**src/hw/fetch_pkg.sv**
```systemverilog
// fetch front end shared widths, halfword counting types and the instruction word views
package fetch_pkg;

	// ------------------
	// bus and instruction widths
	localparam int unsigned W_ADDR = 32;
	localparam int unsigned W_DATA = 32;
	localparam int unsigned W_HALF = 16;

	// a two-entry queue is the smallest that keeps full fetch throughput
	// when decode stalls, given the registered pending count
	localparam int unsigned QUEUE_DEPTH = 2;
	localparam int unsigned MAX_PENDING = 2;

	// number of halfwords, 0 to 3 (cir_vld, cir_use, buffer level)
	typedef logic [1:0] hw_count_t;

	// per-halfword valid bits of one fetched word, bit 0 is the low halfword
	typedef logic [1:0] hw_mask_t;

	// 5-bit compressed register field, low three bits are the primed x8..x15 form
	typedef struct packed {
		logic [1:0] top;
		logic [2:0] prime;
	} creg_t;

	// ------------------
	// one instruction word, seen either as a full 32-bit instruction or as a
	// compressed instruction sitting in the low halfword
	typedef union packed {
		struct packed {
			logic [6:0] funct7;
			logic [4:0] rs2;
			logic [4:0] rs1;
			logic [2:0] funct3;
			logic [4:0] rd;
			logic [4:0] opcode;
			logic [1:0] quadrant;
		} i32;
		struct packed {
			logic [15:0] upper;
			logic [2:0]  funct3;
			logic        b12;
			creg_t       rd_rs1;
			creg_t       rs2;
			logic [1:0]  quadrant;
		} c16;
	} instr_word_u;

endpackage

```
**src/hw/fetch_frontend.sv**
```systemverilog
// instruction fetch front end top, joins request, queue, aligner and predecode
`timescale 1ns/1ps

module fetch_frontend import fetch_pkg::*; #(
	parameter logic [W_ADDR-1:0] RESET_VECTOR = '0
) (
	input  logic              clk,
	input  logic              rst_n,

	// instruction bus, word-sized word-aligned reads, data returns in order
	output logic [W_ADDR-1:0] mem_addr,
	output logic              mem_addr_vld,
	input  logic              mem_addr_rdy,
	input  logic [W_DATA-1:0] mem_data,
	input  logic              mem_data_vld,

	// jump and flush
	input  logic [W_ADDR-1:0] jump_target,
	input  logic              jump_vld,
	output logic              jump_rdy,

	// decode
	output logic [W_DATA-1:0] cir,
	output hw_count_t         cir_vld,
	input  hw_count_t         cir_use,
	output logic [4:0]        predecode_rs1,
	output logic [4:0]        predecode_rs2
);

	// --------------------
	// internal connections
	logic              jump_now;
	hw_mask_t          data_hwvld;
	logic              data_live;
	logic [W_DATA-1:0] head_data;
	hw_mask_t          head_hwvld;
	logic              queue_empty;
	logic              queue_full;
	logic              queue_almost_full;
	logic              room;
	instr_word_u       next_instr;

	fetch_request #(
		.RESET_VECTOR(RESET_VECTOR)
	) u_request (
		.clk              (clk),
		.rst_n            (rst_n),
		.jump_target      (jump_target),
		.jump_vld         (jump_vld),
		.jump_rdy         (jump_rdy),
		.jump_now         (jump_now),
		.mem_addr         (mem_addr),
		.mem_addr_vld     (mem_addr_vld),
		.mem_addr_rdy     (mem_addr_rdy),
		.mem_data_vld     (mem_data_vld),
		.queue_full       (queue_full),
		.queue_almost_full(queue_almost_full),
		.data_hwvld       (data_hwvld),
		.data_live        (data_live)
	);

	// queue and aligner both see the raw bus word, the aligner may bypass it
	prefetch_queue u_queue (
		.clk        (clk),
		.rst_n      (rst_n),
		.push_data  (mem_data),
		.push_hwvld (data_hwvld),
		.data_live  (data_live),
		.jump_now   (jump_now),
		.room       (room),
		.head_data  (head_data),
		.head_hwvld (head_hwvld),
		.empty      (queue_empty),
		.full       (queue_full),
		.almost_full(queue_almost_full)
	);

	instr_align u_align (
		.clk        (clk),
		.rst_n      (rst_n),
		.head_data  (head_data),
		.head_hwvld (head_hwvld),
		.queue_empty(queue_empty),
		.bus_data   (mem_data),
		.bus_hwvld  (data_hwvld),
		.data_live  (data_live),
		.jump_now   (jump_now),
		.cir_use    (cir_use),
		.cir        (cir),
		.cir_vld    (cir_vld),
		.room       (room),
		.next_instr (next_instr)
	);

	regnum_predecode u_predecode (
		.next_instr(next_instr),
		.rs1       (predecode_rs1),
		.rs2       (predecode_rs2)
	);

endmodule

```
**src/hw/fetch_request.sv**
```systemverilog
// fetch request generator, issues word fetches, accepts jumps and tracks bus fetches in flight
`timescale 1ns/1ps

module fetch_request import fetch_pkg::*; #(
	parameter logic [W_ADDR-1:0] RESET_VECTOR = '0
) (
	input  logic              clk,
	input  logic              rst_n,

	// jump request from the core, taken when vld and rdy are both high
	input  logic [W_ADDR-1:0] jump_target,
	input  logic              jump_vld,
	output logic              jump_rdy,
	output logic              jump_now,

	// bus address phase and data return strobe
	output logic [W_ADDR-1:0] mem_addr,
	output logic              mem_addr_vld,
	input  logic              mem_addr_rdy,
	input  logic              mem_data_vld,

	// prefetch queue fill state
	input  logic              queue_full,
	input  logic              queue_almost_full,

	// qualifiers for the word arriving on the bus this cycle
	output hw_mask_t          data_hwvld,
	output logic              data_live
);

	// fetch address runs ahead of the program counter in whole words
	logic [W_ADDR-1:0] fetch_addr;
	logic              addr_hold;
	logic [1:0]        pending;
	logic [1:0]        pending_next;
	logic [1:0]        flush_ctr;
	logic              first_odd;
	logic              fetch_stall;
	logic              jump_stall;
	logic              addr_accept;

	// --------------------
	// address phase

	// a held address phase must not change, so jumps wait for it to finish
	assign jump_rdy = !addr_hold;
	assign jump_now = jump_vld && jump_rdy;

	// the registered pending count keeps bus ready off the address path
	assign fetch_stall = queue_full
		|| (queue_almost_full && |pending)
		|| (pending >= 2'(MAX_PENDING));

	// a jump flushes the queue, so only the bus pipeline limits it
	assign jump_stall = pending >= 2'(MAX_PENDING);

	always_comb begin
		mem_addr     = fetch_addr;
		mem_addr_vld = 1'b1;
		if (addr_hold) begin
			// a held phase keeps the current address and stays valid
		end else if (jump_vld) begin
			// the target goes straight out, rounded down to its word
			mem_addr     = {jump_target[W_ADDR-1:2], 2'b00};
			mem_addr_vld = !jump_stall;
		end else begin
			mem_addr_vld = !fetch_stall;
		end
	end

	assign addr_accept  = mem_addr_vld && mem_addr_rdy;
	assign pending_next = pending + {1'b0, addr_accept} - {1'b0, mem_data_vld};

	// --------------------
	// data phase tracking

	// words still due for the old stream are dropped until the flush count drains
	assign data_live  = mem_data_vld && !(|flush_ctr) && !jump_now;
	assign data_hwvld = {1'b1, !first_odd};

	always_ff @(posedge clk or negedge rst_n) begin
		if (!rst_n) begin
			fetch_addr <= RESET_VECTOR;
			addr_hold  <= 1'b0;
			pending    <= 2'd0;
			flush_ctr  <= 2'd0;
			first_odd  <= 1'b0;
		end else begin
			addr_hold <= mem_addr_vld && !mem_addr_rdy;
			pending   <= pending_next;
			if (jump_now) begin
				// post-increment when the target address is accepted at once
				fetch_addr <= {jump_target[W_ADDR-1:2] + (W_ADDR-2)'(addr_accept), 2'b00};
			end else if (addr_accept) begin
				fetch_addr <= fetch_addr + W_ADDR'(4);
			end
			// everything in flight at the jump belongs to the old stream
			if (jump_now) begin
				flush_ctr <= pending - {1'b0, mem_data_vld};
			end else if (|flush_ctr && mem_data_vld) begin
				flush_ctr <= flush_ctr - 2'd1;
			end
			// first live word after a jump to an odd halfword loses its low half
			if (jump_now) begin
				first_odd <= jump_target[1];
			end else if (data_live) begin
				first_odd <= 1'b0;
			end
		end
	end

	// the stall terms must keep the bus pipeline within its limit
	a_pending_limit: assert property (@(posedge clk) disable iff (!rst_n)
		pending <= 2'(MAX_PENDING));

	// the bus only returns data for addresses it accepted earlier
	a_no_orphan_data: assert property (@(posedge clk) disable iff (!rst_n)
		mem_data_vld |-> pending != 2'd0);

endmodule

```
**src/hw/instr_align.sv**
```systemverilog
// instruction aligner, assembles the CIR from queue or bus words and shifts out used halfwords
`timescale 1ns/1ps

module instr_align import fetch_pkg::*; (
	input  logic              clk,
	input  logic              rst_n,

	// oldest queued word
	input  logic [W_DATA-1:0] head_data,
	input  hw_mask_t          head_hwvld,
	input  logic              queue_empty,

	// bus bypass path
	input  logic [W_DATA-1:0] bus_data,
	input  hw_mask_t          bus_hwvld,
	input  logic              data_live,
	input  logic              jump_now,

	// decode consumes halfwords in the same cycle it sees them
	input  hw_count_t         cir_use,
	output logic [W_DATA-1:0] cir,
	output hw_count_t         cir_vld,

	output logic              room,
	output instr_word_u       next_instr
);

	// level counts valid halfwords in {hwbuf, cir}
	logic [W_HALF-1:0]   hwbuf;
	hw_count_t           level;
	hw_count_t           level_no_fetch;
	hw_count_t           level_next;
	hw_count_t           fill_amount;
	logic [W_DATA-1:0]   fetch_data;
	logic [W_DATA-1:0]   fetch_aligned;
	hw_mask_t            fetch_hwvld;
	logic                fetch_vld;
	logic [3*W_HALF-1:0] store_shifted;
	logic [3*W_HALF-1:0] store_next;

	// --------------------
	// fetch source select

	// the bypass is only taken when nothing older waits in the queue
	assign fetch_data  = queue_empty ? bus_data : head_data;
	assign fetch_hwvld = queue_empty ? bus_hwvld : head_hwvld;
	assign fetch_vld   = !queue_empty || data_live;

	// a word holding only its upper halfword is moved down to the low half
	assign fetch_aligned = {
		fetch_data[W_DATA-1:W_HALF],
		fetch_hwvld[0] ? fetch_data[W_HALF-1:0] : fetch_data[W_DATA-1:W_HALF]
	};

	// --------------------
	// shift and overlay

	// halfwords above the new level are don't care, so reuse hwbuf there
	always_comb begin
		if (cir_use[1]) begin
			store_shifted = {hwbuf, cir[W_DATA-1:W_HALF], hwbuf};
		end else if (cir_use[0]) begin
			store_shifted = {hwbuf, hwbuf, cir[W_DATA-1:W_HALF]};
		end else begin
			store_shifted = {hwbuf, cir};
		end
	end

	assign level_no_fetch = level - cir_use;

	// a full word needs two free halfwords, a lone halfword needs one
	assign room = level_no_fetch <= ((&fetch_hwvld) ? 2'd1 : 2'd2);

	always_comb begin
		if (!room) begin
			store_next = store_shifted;
		end else if (level_no_fetch[1]) begin
			store_next = {fetch_aligned[W_HALF-1:0], store_shifted[2*W_HALF-1:0]};
		end else if (level_no_fetch[0]) begin
			store_next = {fetch_aligned, store_shifted[W_HALF-1:0]};
		end else begin
			store_next = {store_shifted[3*W_HALF-1:2*W_HALF], fetch_aligned};
		end
	end

	assign fill_amount = (room && fetch_vld) ? ((&fetch_hwvld) ? 2'd2 : 2'd1) : 2'd0;
	assign level_next  = jump_now ? 2'd0 : level_no_fetch + fill_amount;

	// predecode looks at what the CIR will hold after this edge
	assign next_instr = instr_word_u'(store_next[W_DATA-1:0]);

	// --------------------
	// state

	always_ff @(posedge clk or negedge rst_n) begin
		if (!rst_n) begin
			level   <= 2'd0;
			cir_vld <= 2'd0;
		end else begin
			level <= level_next;
			// decode only ever sees at most the two CIR halfwords
			cir_vld <= (level_next == 2'd3) ? 2'd2 : level_next;
		end
	end

	always_ff @(posedge clk) begin
		{hwbuf, cir} <= store_next;
	end

	// decode must not consume halfwords that are not there
	a_use_le_vld: assert property (@(posedge clk) disable iff (!rst_n)
		cir_use <= cir_vld);

endmodule

```
**src/hw/prefetch_queue.sv**
```systemverilog
// prefetch queue, a short shifting buffer of fetched words with per-halfword valid bits
`timescale 1ns/1ps

module prefetch_queue import fetch_pkg::*; (
	input  logic              clk,
	input  logic              rst_n,

	// word arriving from the bus and its qualifiers
	input  logic [W_DATA-1:0] push_data,
	input  hw_mask_t          push_hwvld,
	input  logic              data_live,
	input  logic              jump_now,
	input  logic              room,

	// oldest entry and fill state
	output logic [W_DATA-1:0] head_data,
	output hw_mask_t          head_hwvld,
	output logic              empty,
	output logic              full,
	output logic              almost_full
);

	logic [W_DATA-1:0]      q_data [QUEUE_DEPTH];
	hw_mask_t               q_hw   [QUEUE_DEPTH];
	logic [QUEUE_DEPTH-1:0] valid;
	logic [QUEUE_DEPTH-1:0] above_vld;
	logic [QUEUE_DEPTH-1:0] below_vld;
	logic                   push;
	logic                   pop;

	// neighbour indices clamped so every array select stays in range
	function automatic int unsigned up_idx(int unsigned i);
		return (i + 1 < QUEUE_DEPTH) ? i + 1 : i;
	endfunction

	function automatic int unsigned dn_idx(int unsigned i);
		return (i > 0) ? i - 1 : i;
	endfunction

	// a word bypassed straight into the CIR is not also written here
	assign pop  = room && valid[0];
	assign push = data_live && !(room && !valid[0]);

	always_comb begin
		for (int unsigned i = 0; i < QUEUE_DEPTH; i++) begin
			valid[i] = |q_hw[i];
		end
		for (int unsigned i = 0; i < QUEUE_DEPTH; i++) begin
			above_vld[i] = (i + 1 < QUEUE_DEPTH) && valid[up_idx(i)];
			below_vld[i] = (i == 0) || valid[dn_idx(i)];
		end
	end

	// --------------------
	// entries shift down on pop, fresh data lands in the lowest free slot
	always_ff @(posedge clk) begin
		for (int unsigned i = 0; i < QUEUE_DEPTH; i++) begin
			if (pop || (push && !valid[i])) begin
				q_data[i] <= above_vld[i] ? q_data[up_idx(i)] : push_data;
			end
		end
	end

	always_ff @(posedge clk or negedge rst_n) begin
		if (!rst_n) begin
			for (int unsigned i = 0; i < QUEUE_DEPTH; i++) begin
				q_hw[i] <= '0;
			end
		end else begin
			for (int unsigned i = 0; i < QUEUE_DEPTH; i++) begin
				if (jump_now) begin
					q_hw[i] <= '0;
				end else if (above_vld[i] && pop) begin
					q_hw[i] <= q_hw[up_idx(i)];
				end else if (valid[i] && pop) begin
					q_hw[i] <= push ? push_hwvld : hw_mask_t'(0);
				end else if (valid[i]) begin
					q_hw[i] <= q_hw[i];
				end else if (push && !pop && below_vld[i]) begin
					q_hw[i] <= push_hwvld;
				end else begin
					q_hw[i] <= '0;
				end
			end
		end
	end

	assign head_data   = q_data[0];
	assign head_hwvld  = q_hw[0];
	assign empty       = !valid[0];
	assign full        = valid[QUEUE_DEPTH-1];
	assign almost_full = valid[QUEUE_DEPTH-2];

	// validity stays compact, so the head is always entry 0
	a_compact: assert property (@(posedge clk) disable iff (!rst_n)
		valid[QUEUE_DEPTH-1] |-> valid[0]);

	// the fetch stall terms never let a word arrive into a full queue
	a_no_overflow: assert property (@(posedge clk) disable iff (!rst_n)
		(push && !pop) |-> !full);

endmodule

```
**src/hw/regnum_predecode.sv**
```systemverilog
// register number predecode, coarse rs1 and rs2 of the instruction entering the CIR
`timescale 1ns/1ps

module regnum_predecode import fetch_pkg::*; (
	input  instr_word_u next_instr,
	output logic [4:0]  rs1,
	output logic [4:0]  rs2
);

	// stack pointer is implicit in addi4spn, lwsp and swsp
	localparam logic [4:0] REG_SP = 5'd2;

	// primed fields address x8 to x15
	localparam logic [1:0] PRIME_BASE = 2'b01;

	// coarse means the number is right whenever the operand is a real register,
	// and may be anything when the instruction does not read that port
	always_comb begin
		// 32-bit R, I, S and B formats keep rs1 and rs2 at fixed places
		rs1 = next_instr.i32.rs1;
		rs2 = next_instr.i32.rs2;
		if (next_instr.c16.quadrant != 2'b11) begin
			case (next_instr.c16.quadrant)
				2'b00: begin
					// addi4spn when the upper funct3 bits are clear, else loads and stores
					if (next_instr.c16.funct3[2:1] == 2'b00) begin
						rs1 = REG_SP;
					end else begin
						rs1 = {PRIME_BASE, next_instr.c16.rd_rs1.prime};
					end
				end
				2'b01: begin
					// addi and addi16sp use the full field, the rest don't care
					rs1 = next_instr.c16.rd_rs1;
				end
				default: begin
					// lwsp and swsp
					if (next_instr.c16.funct3[1:0] == 2'b10) begin
						rs1 = REG_SP;
					end else begin
						rs1 = next_instr.c16.rd_rs1;
					end
				end
			endcase
			// quadrant 2 carries a full rs2 (add, mv, swsp)
			if (next_instr.c16.quadrant == 2'b10) begin
				rs2 = next_instr.c16.rs2;
			end else begin
				rs2 = {PRIME_BASE, next_instr.c16.rs2.prime};
			end
		end
	end

endmodule

```
**config.mk**
```make
export PLATFORM = sky130hd
export DESIGN_NAME = fetch_frontend
export DESIGN_NICKNAME = d
export VERILOG_FILES = /design/src/hw/fetch_pkg.sv /design/src/hw/fetch_frontend.sv /design/src/hw/fetch_request.sv /design/src/hw/instr_align.sv /design/src/hw/prefetch_queue.sv /design/src/hw/regnum_predecode.sv
export SDC_FILE = /design/constraint.sdc
export NUM_CORES = 1
export LEC_CHECK = 0
export ABC_AREA = 1
export BUFFER_PORTS_ARGS = -buffer_cell sky130_fd_sc_hd__buf_2
export CAP_MARGIN = 15
export CORE_MARGIN = 4
export CORE_UTILIZATION = 49
export DETAILED_ROUTE_END_ITERATION = 8
export PLACE_DENSITY_LB_ADDON = 0.12
export REMOVE_ABC_BUFFERS = 1
export SLEW_MARGIN = 20
export SYNTH_ARGS = -nofsm -noshare
export SYNTH_HDL_FRONTEND = slang
export SYNTH_SLANG_ARGS = --single-unit
```
**constraint.sdc**
```tcl
create_clock -name clk -period 5.31 [get_ports clk]
set_input_delay 1.062 -clock clk [delete_from_list [all_inputs] [get_ports clk]]
set_output_delay 1.062 -clock clk [all_outputs]
set_load 0.05 [all_outputs]
```
==> summary.txt <==
Clock tree
  – Hold Buf Count CTS: 0
  – Setup repair bufs after CTS: 0
  – Clock transition at path regs: 0.07 ns
  – Sink Count: 156
  – Resize count post-CTS: 0
  – H-tree levels: 4
  – CTS tree: yes
  – Worst-Skew Late Latency: 0.42 ns
  – TritonCTS buffer count: 17
  – Root buf cell: clkbuf_16
  – Clock buffer depth: 2

Drt
  – Vias: 9138
  – Avg WL per Cell: 16.21 um
  – Routed wire length: 27830 um
  – # DRC: 0
  – DR vias/cell: 5.322
  – Initial drt markers: 757
  – ANT nets after route: 0
  – First-pass DRT Iterations: 5

Critical path
  – CP Cell Sequence: buf_2, ha_1, inv_1, a21oi_4, buf_4, nand2_1, o21ai_2, nand2_1, o21ai_1, buf_2
  – Setup CP Type: in2out
  – WP data arrival: 3.26 ns
  – Startpoint types: input port
  – CP max stage cell: a21oi_4
  – Worst setup EP type: output port
  – Data required, critical path: 4.25 ns
  – Crit Path Max Fanout: 19
  – Worst Path Buf+Inv: 4
  – Top delay family on crit path: buffers and inverters
  – Critical path's largest stage delay: 0.48 ns

Yosys
  – Register area share after synthesis: 42.33%
  – Netlist Area Pre-Place: 0.009789 sq mm
  – Async S/R FF share, synth: 28.21%
  – Area contributors post-synth: edfxtp_1 (25%), nand2_1 (17%), dfrtp_1 (11%), dfxtp_1 (6.5%), o21ai_0 (5.7%)
  – Average cell area after synthesis: 7.473 sq um
  – Register bit total from synthesis: 156
  – Commonest cells in the netlist: nand2_1 (431), inv_1 (142), o21ai_0 (112)
  – Number of cells produced by synthesis: 1310
  – EDFF count, synth: 80
  – Area leader, netlist: edfxtp_1
  – Synth top area share: 24.54%
  – Distinct cells, synth: 52
  – Top FF cell, synth: edfxtp_1
  – Ys Warns: 0
  – Most frequent cell after synthesis: nand2_1

Timing
  – Setup violators final: 0
  – Final hold vios: 0
  – Hold WS: 0.4912 ns
  – Post-layout min period: 4.321 ns
  – Least-Margin Pin Slew: 0.9183 ns
  – Max Freq: 231.4 MHz
  – Setup Skew: 0.01209 ns
  – RSZ-0062 raised after global routing: no
  – Tcrit/Tclk final: 81.38%
  – Pins Over Slew Limit: 0
  – Slew HR: 38.54%

Placed design
  – GPL Wtd Cong: 0.9314
  – Cells after DPL: 1685
  – Post-DP Area: 0.01071 sq mm
  – PortBufs: 145
  – Final HPWL DP: 20450 um

Final layout
  – Antenna diode count: 0
  – Final #Nets: 1518
  – Final Cell Area: 0.01127 sq mm
  – Share of cells above drive strength 1: 19.28%
  – Fin cells: 1717
  – Layout fillers: 1855
  – Final core occ: 57.70%
  – Synth-to-layout area growth: 15.10%

Global routing
  – Overflow after GRT: 0
  – Initial antenna violation count: 0
  – Largest net degree at the start of global routing: 91
  – Vias in the first global route: 8316
  – All-Layer GR Usage: 25.26%
  – First-pass GRT wire length: 44370 um

Floorplan
  – Die H: 149.3 um
  – Rows: 51
  – Io pins: 149
  – Initial Util: 50.13%
  – Horiz. Die Dim: 149.3 um
  – Core ar.: 0.01953 sq mm
  – Die footprint: 0.02230 sq mm

Power
  – Peak supply drop: 0.4338 mV
  – Leakage power figure: 5.179 nW
  – Power per Cell Area: 641.8 mW/mm^2

Flow run
  – MaxCap Viol Count: 0

Run status
  – Status: finished clean

Hold path
  – Hold WC Path Type: reg2reg
[per-layer routing]
layer	track usage [%]	share of wire, %	vias up
met4	5.812	1.3	0
met3	4.831	7.3	25
met2	36.29	43	325
li1	-	-	4557
met5	0	0	-
met1	39.31	49	4231
[layout by cell type (no fill, tap or decap), drive strengths merged, types with 25 or more instances in the layout]
master	instances
nor3	26
dfrtp	44
o21ai	158
inv	154
a21oi	25
edfxtp	80
nor2	105
nand2	448
dfxtp	32
buf	160
nand3	62
[report_power, final]
| part | switching, mW | internal (mW) | leakage (nW) |
|---|---|---|---|
| sequential | 0.320 | 1.82 | 1.56 |
| clock | 0.511 | 0.660 | 0.272 |
| combinational | 2.92 | 0.999 | 3.35 |
| total | 3.75 | 3.48 | 5.18 |
[registers in the layout, summed over array words and instances, names as in the netlist]
| name | cells |
|---|---|
| u_request.flush_ctr | 2 |
| u_align.cir | 32 |
| u_align.hwbuf | 16 |
| u_request.fetch_addr | 30 |
| u_align.cir_vld | 2 |
| u_queue.q_data | 64 |
| u_request.addr_hold | 1 |
| u_queue.head_hwvld | 2 |
| u_queue.q_hw | 2 |
| u_request.first_odd | 1 |
| u_request.pending | 2 |
| u_align.level | 2 |
[metrics by stage]
step / setup WS (ns) / power, mW / TNS, ns
finish: 0.9888 / 7.232 / 0
global route: 0.8423 / 7.691 / 0
CTS: 0.9997 / 7.242 / 0
detailed placement: 0.9935 / 6.056 / 0
global placement: 1.012 / 6.013 / 0
floorplan: -1.494 / 4.991 / -51.38
[logic make-up (layout without fill, tap and decap cells)]
family / Yosys count / in the layout / share of synthesized area [%]
compound gates: 230 / 230 / 14.47
xor+xnor: 27 / 27 / 2.416
fa+ha+maj: 8 / 8 / 1.023
buf+inv: 201 / 342 / 8.832
flops: 156 / 156 / 42.33
mux: 13 / 13 / 1.444
other cells: 1 / 2 / 0.03831
simple gates: 674 / 674 / 29.45
[layout make-up]
class | instances | area [sq um] | share of cell area, %
Inverter | 150 | 565.5 | 5.019
Tap cell | 265 | 331.6 | 2.943
Clock inverter | 13 | 112.6 | 0.9994
Sequential cell | 156 | 4144 | 36.78
Multi-Input combinational cell | 954 | 4817 | 42.75
Clock buffer | 19 | 442.9 | 3.931
Timing Repair Buffer | 160 | 853.3 | 7.574
[path summary, 6_finish.rpt]
| kind | startpoint | cells past startpoint | end | slack [ns] |
|---|---|---|---|---|
| worst max-delay path | cir_use[0] | 10 | predecode_rs1[0] | 0.99 |
| worst min-delay path | u_request.fetch_addr[27] | 2 | u_request.fetch_addr[27] | 0.49 |
| worst max register to register | u_queue.head_hwvld[0] | 19 | u_request.fetch_addr[23] | 2.04 |
| worst min register to register | u_request.fetch_addr[27] | 2 | u_request.fetch_addr[27] | 0.49 |
| max in group asynchronous | rst_n | 1 | u_request.fetch_addr[17] | 4.24 |
| min in group asynchronous | rst_n | 1 | u_request.fetch_addr[31] | 0.63 |
[tightest hold or removal path: stages (launching register included)]
cell	delay, ns
dfrtp_1	0.35
nand2_1	0.06
nand2_1	0.06
(Power assumes the default switching activity.)
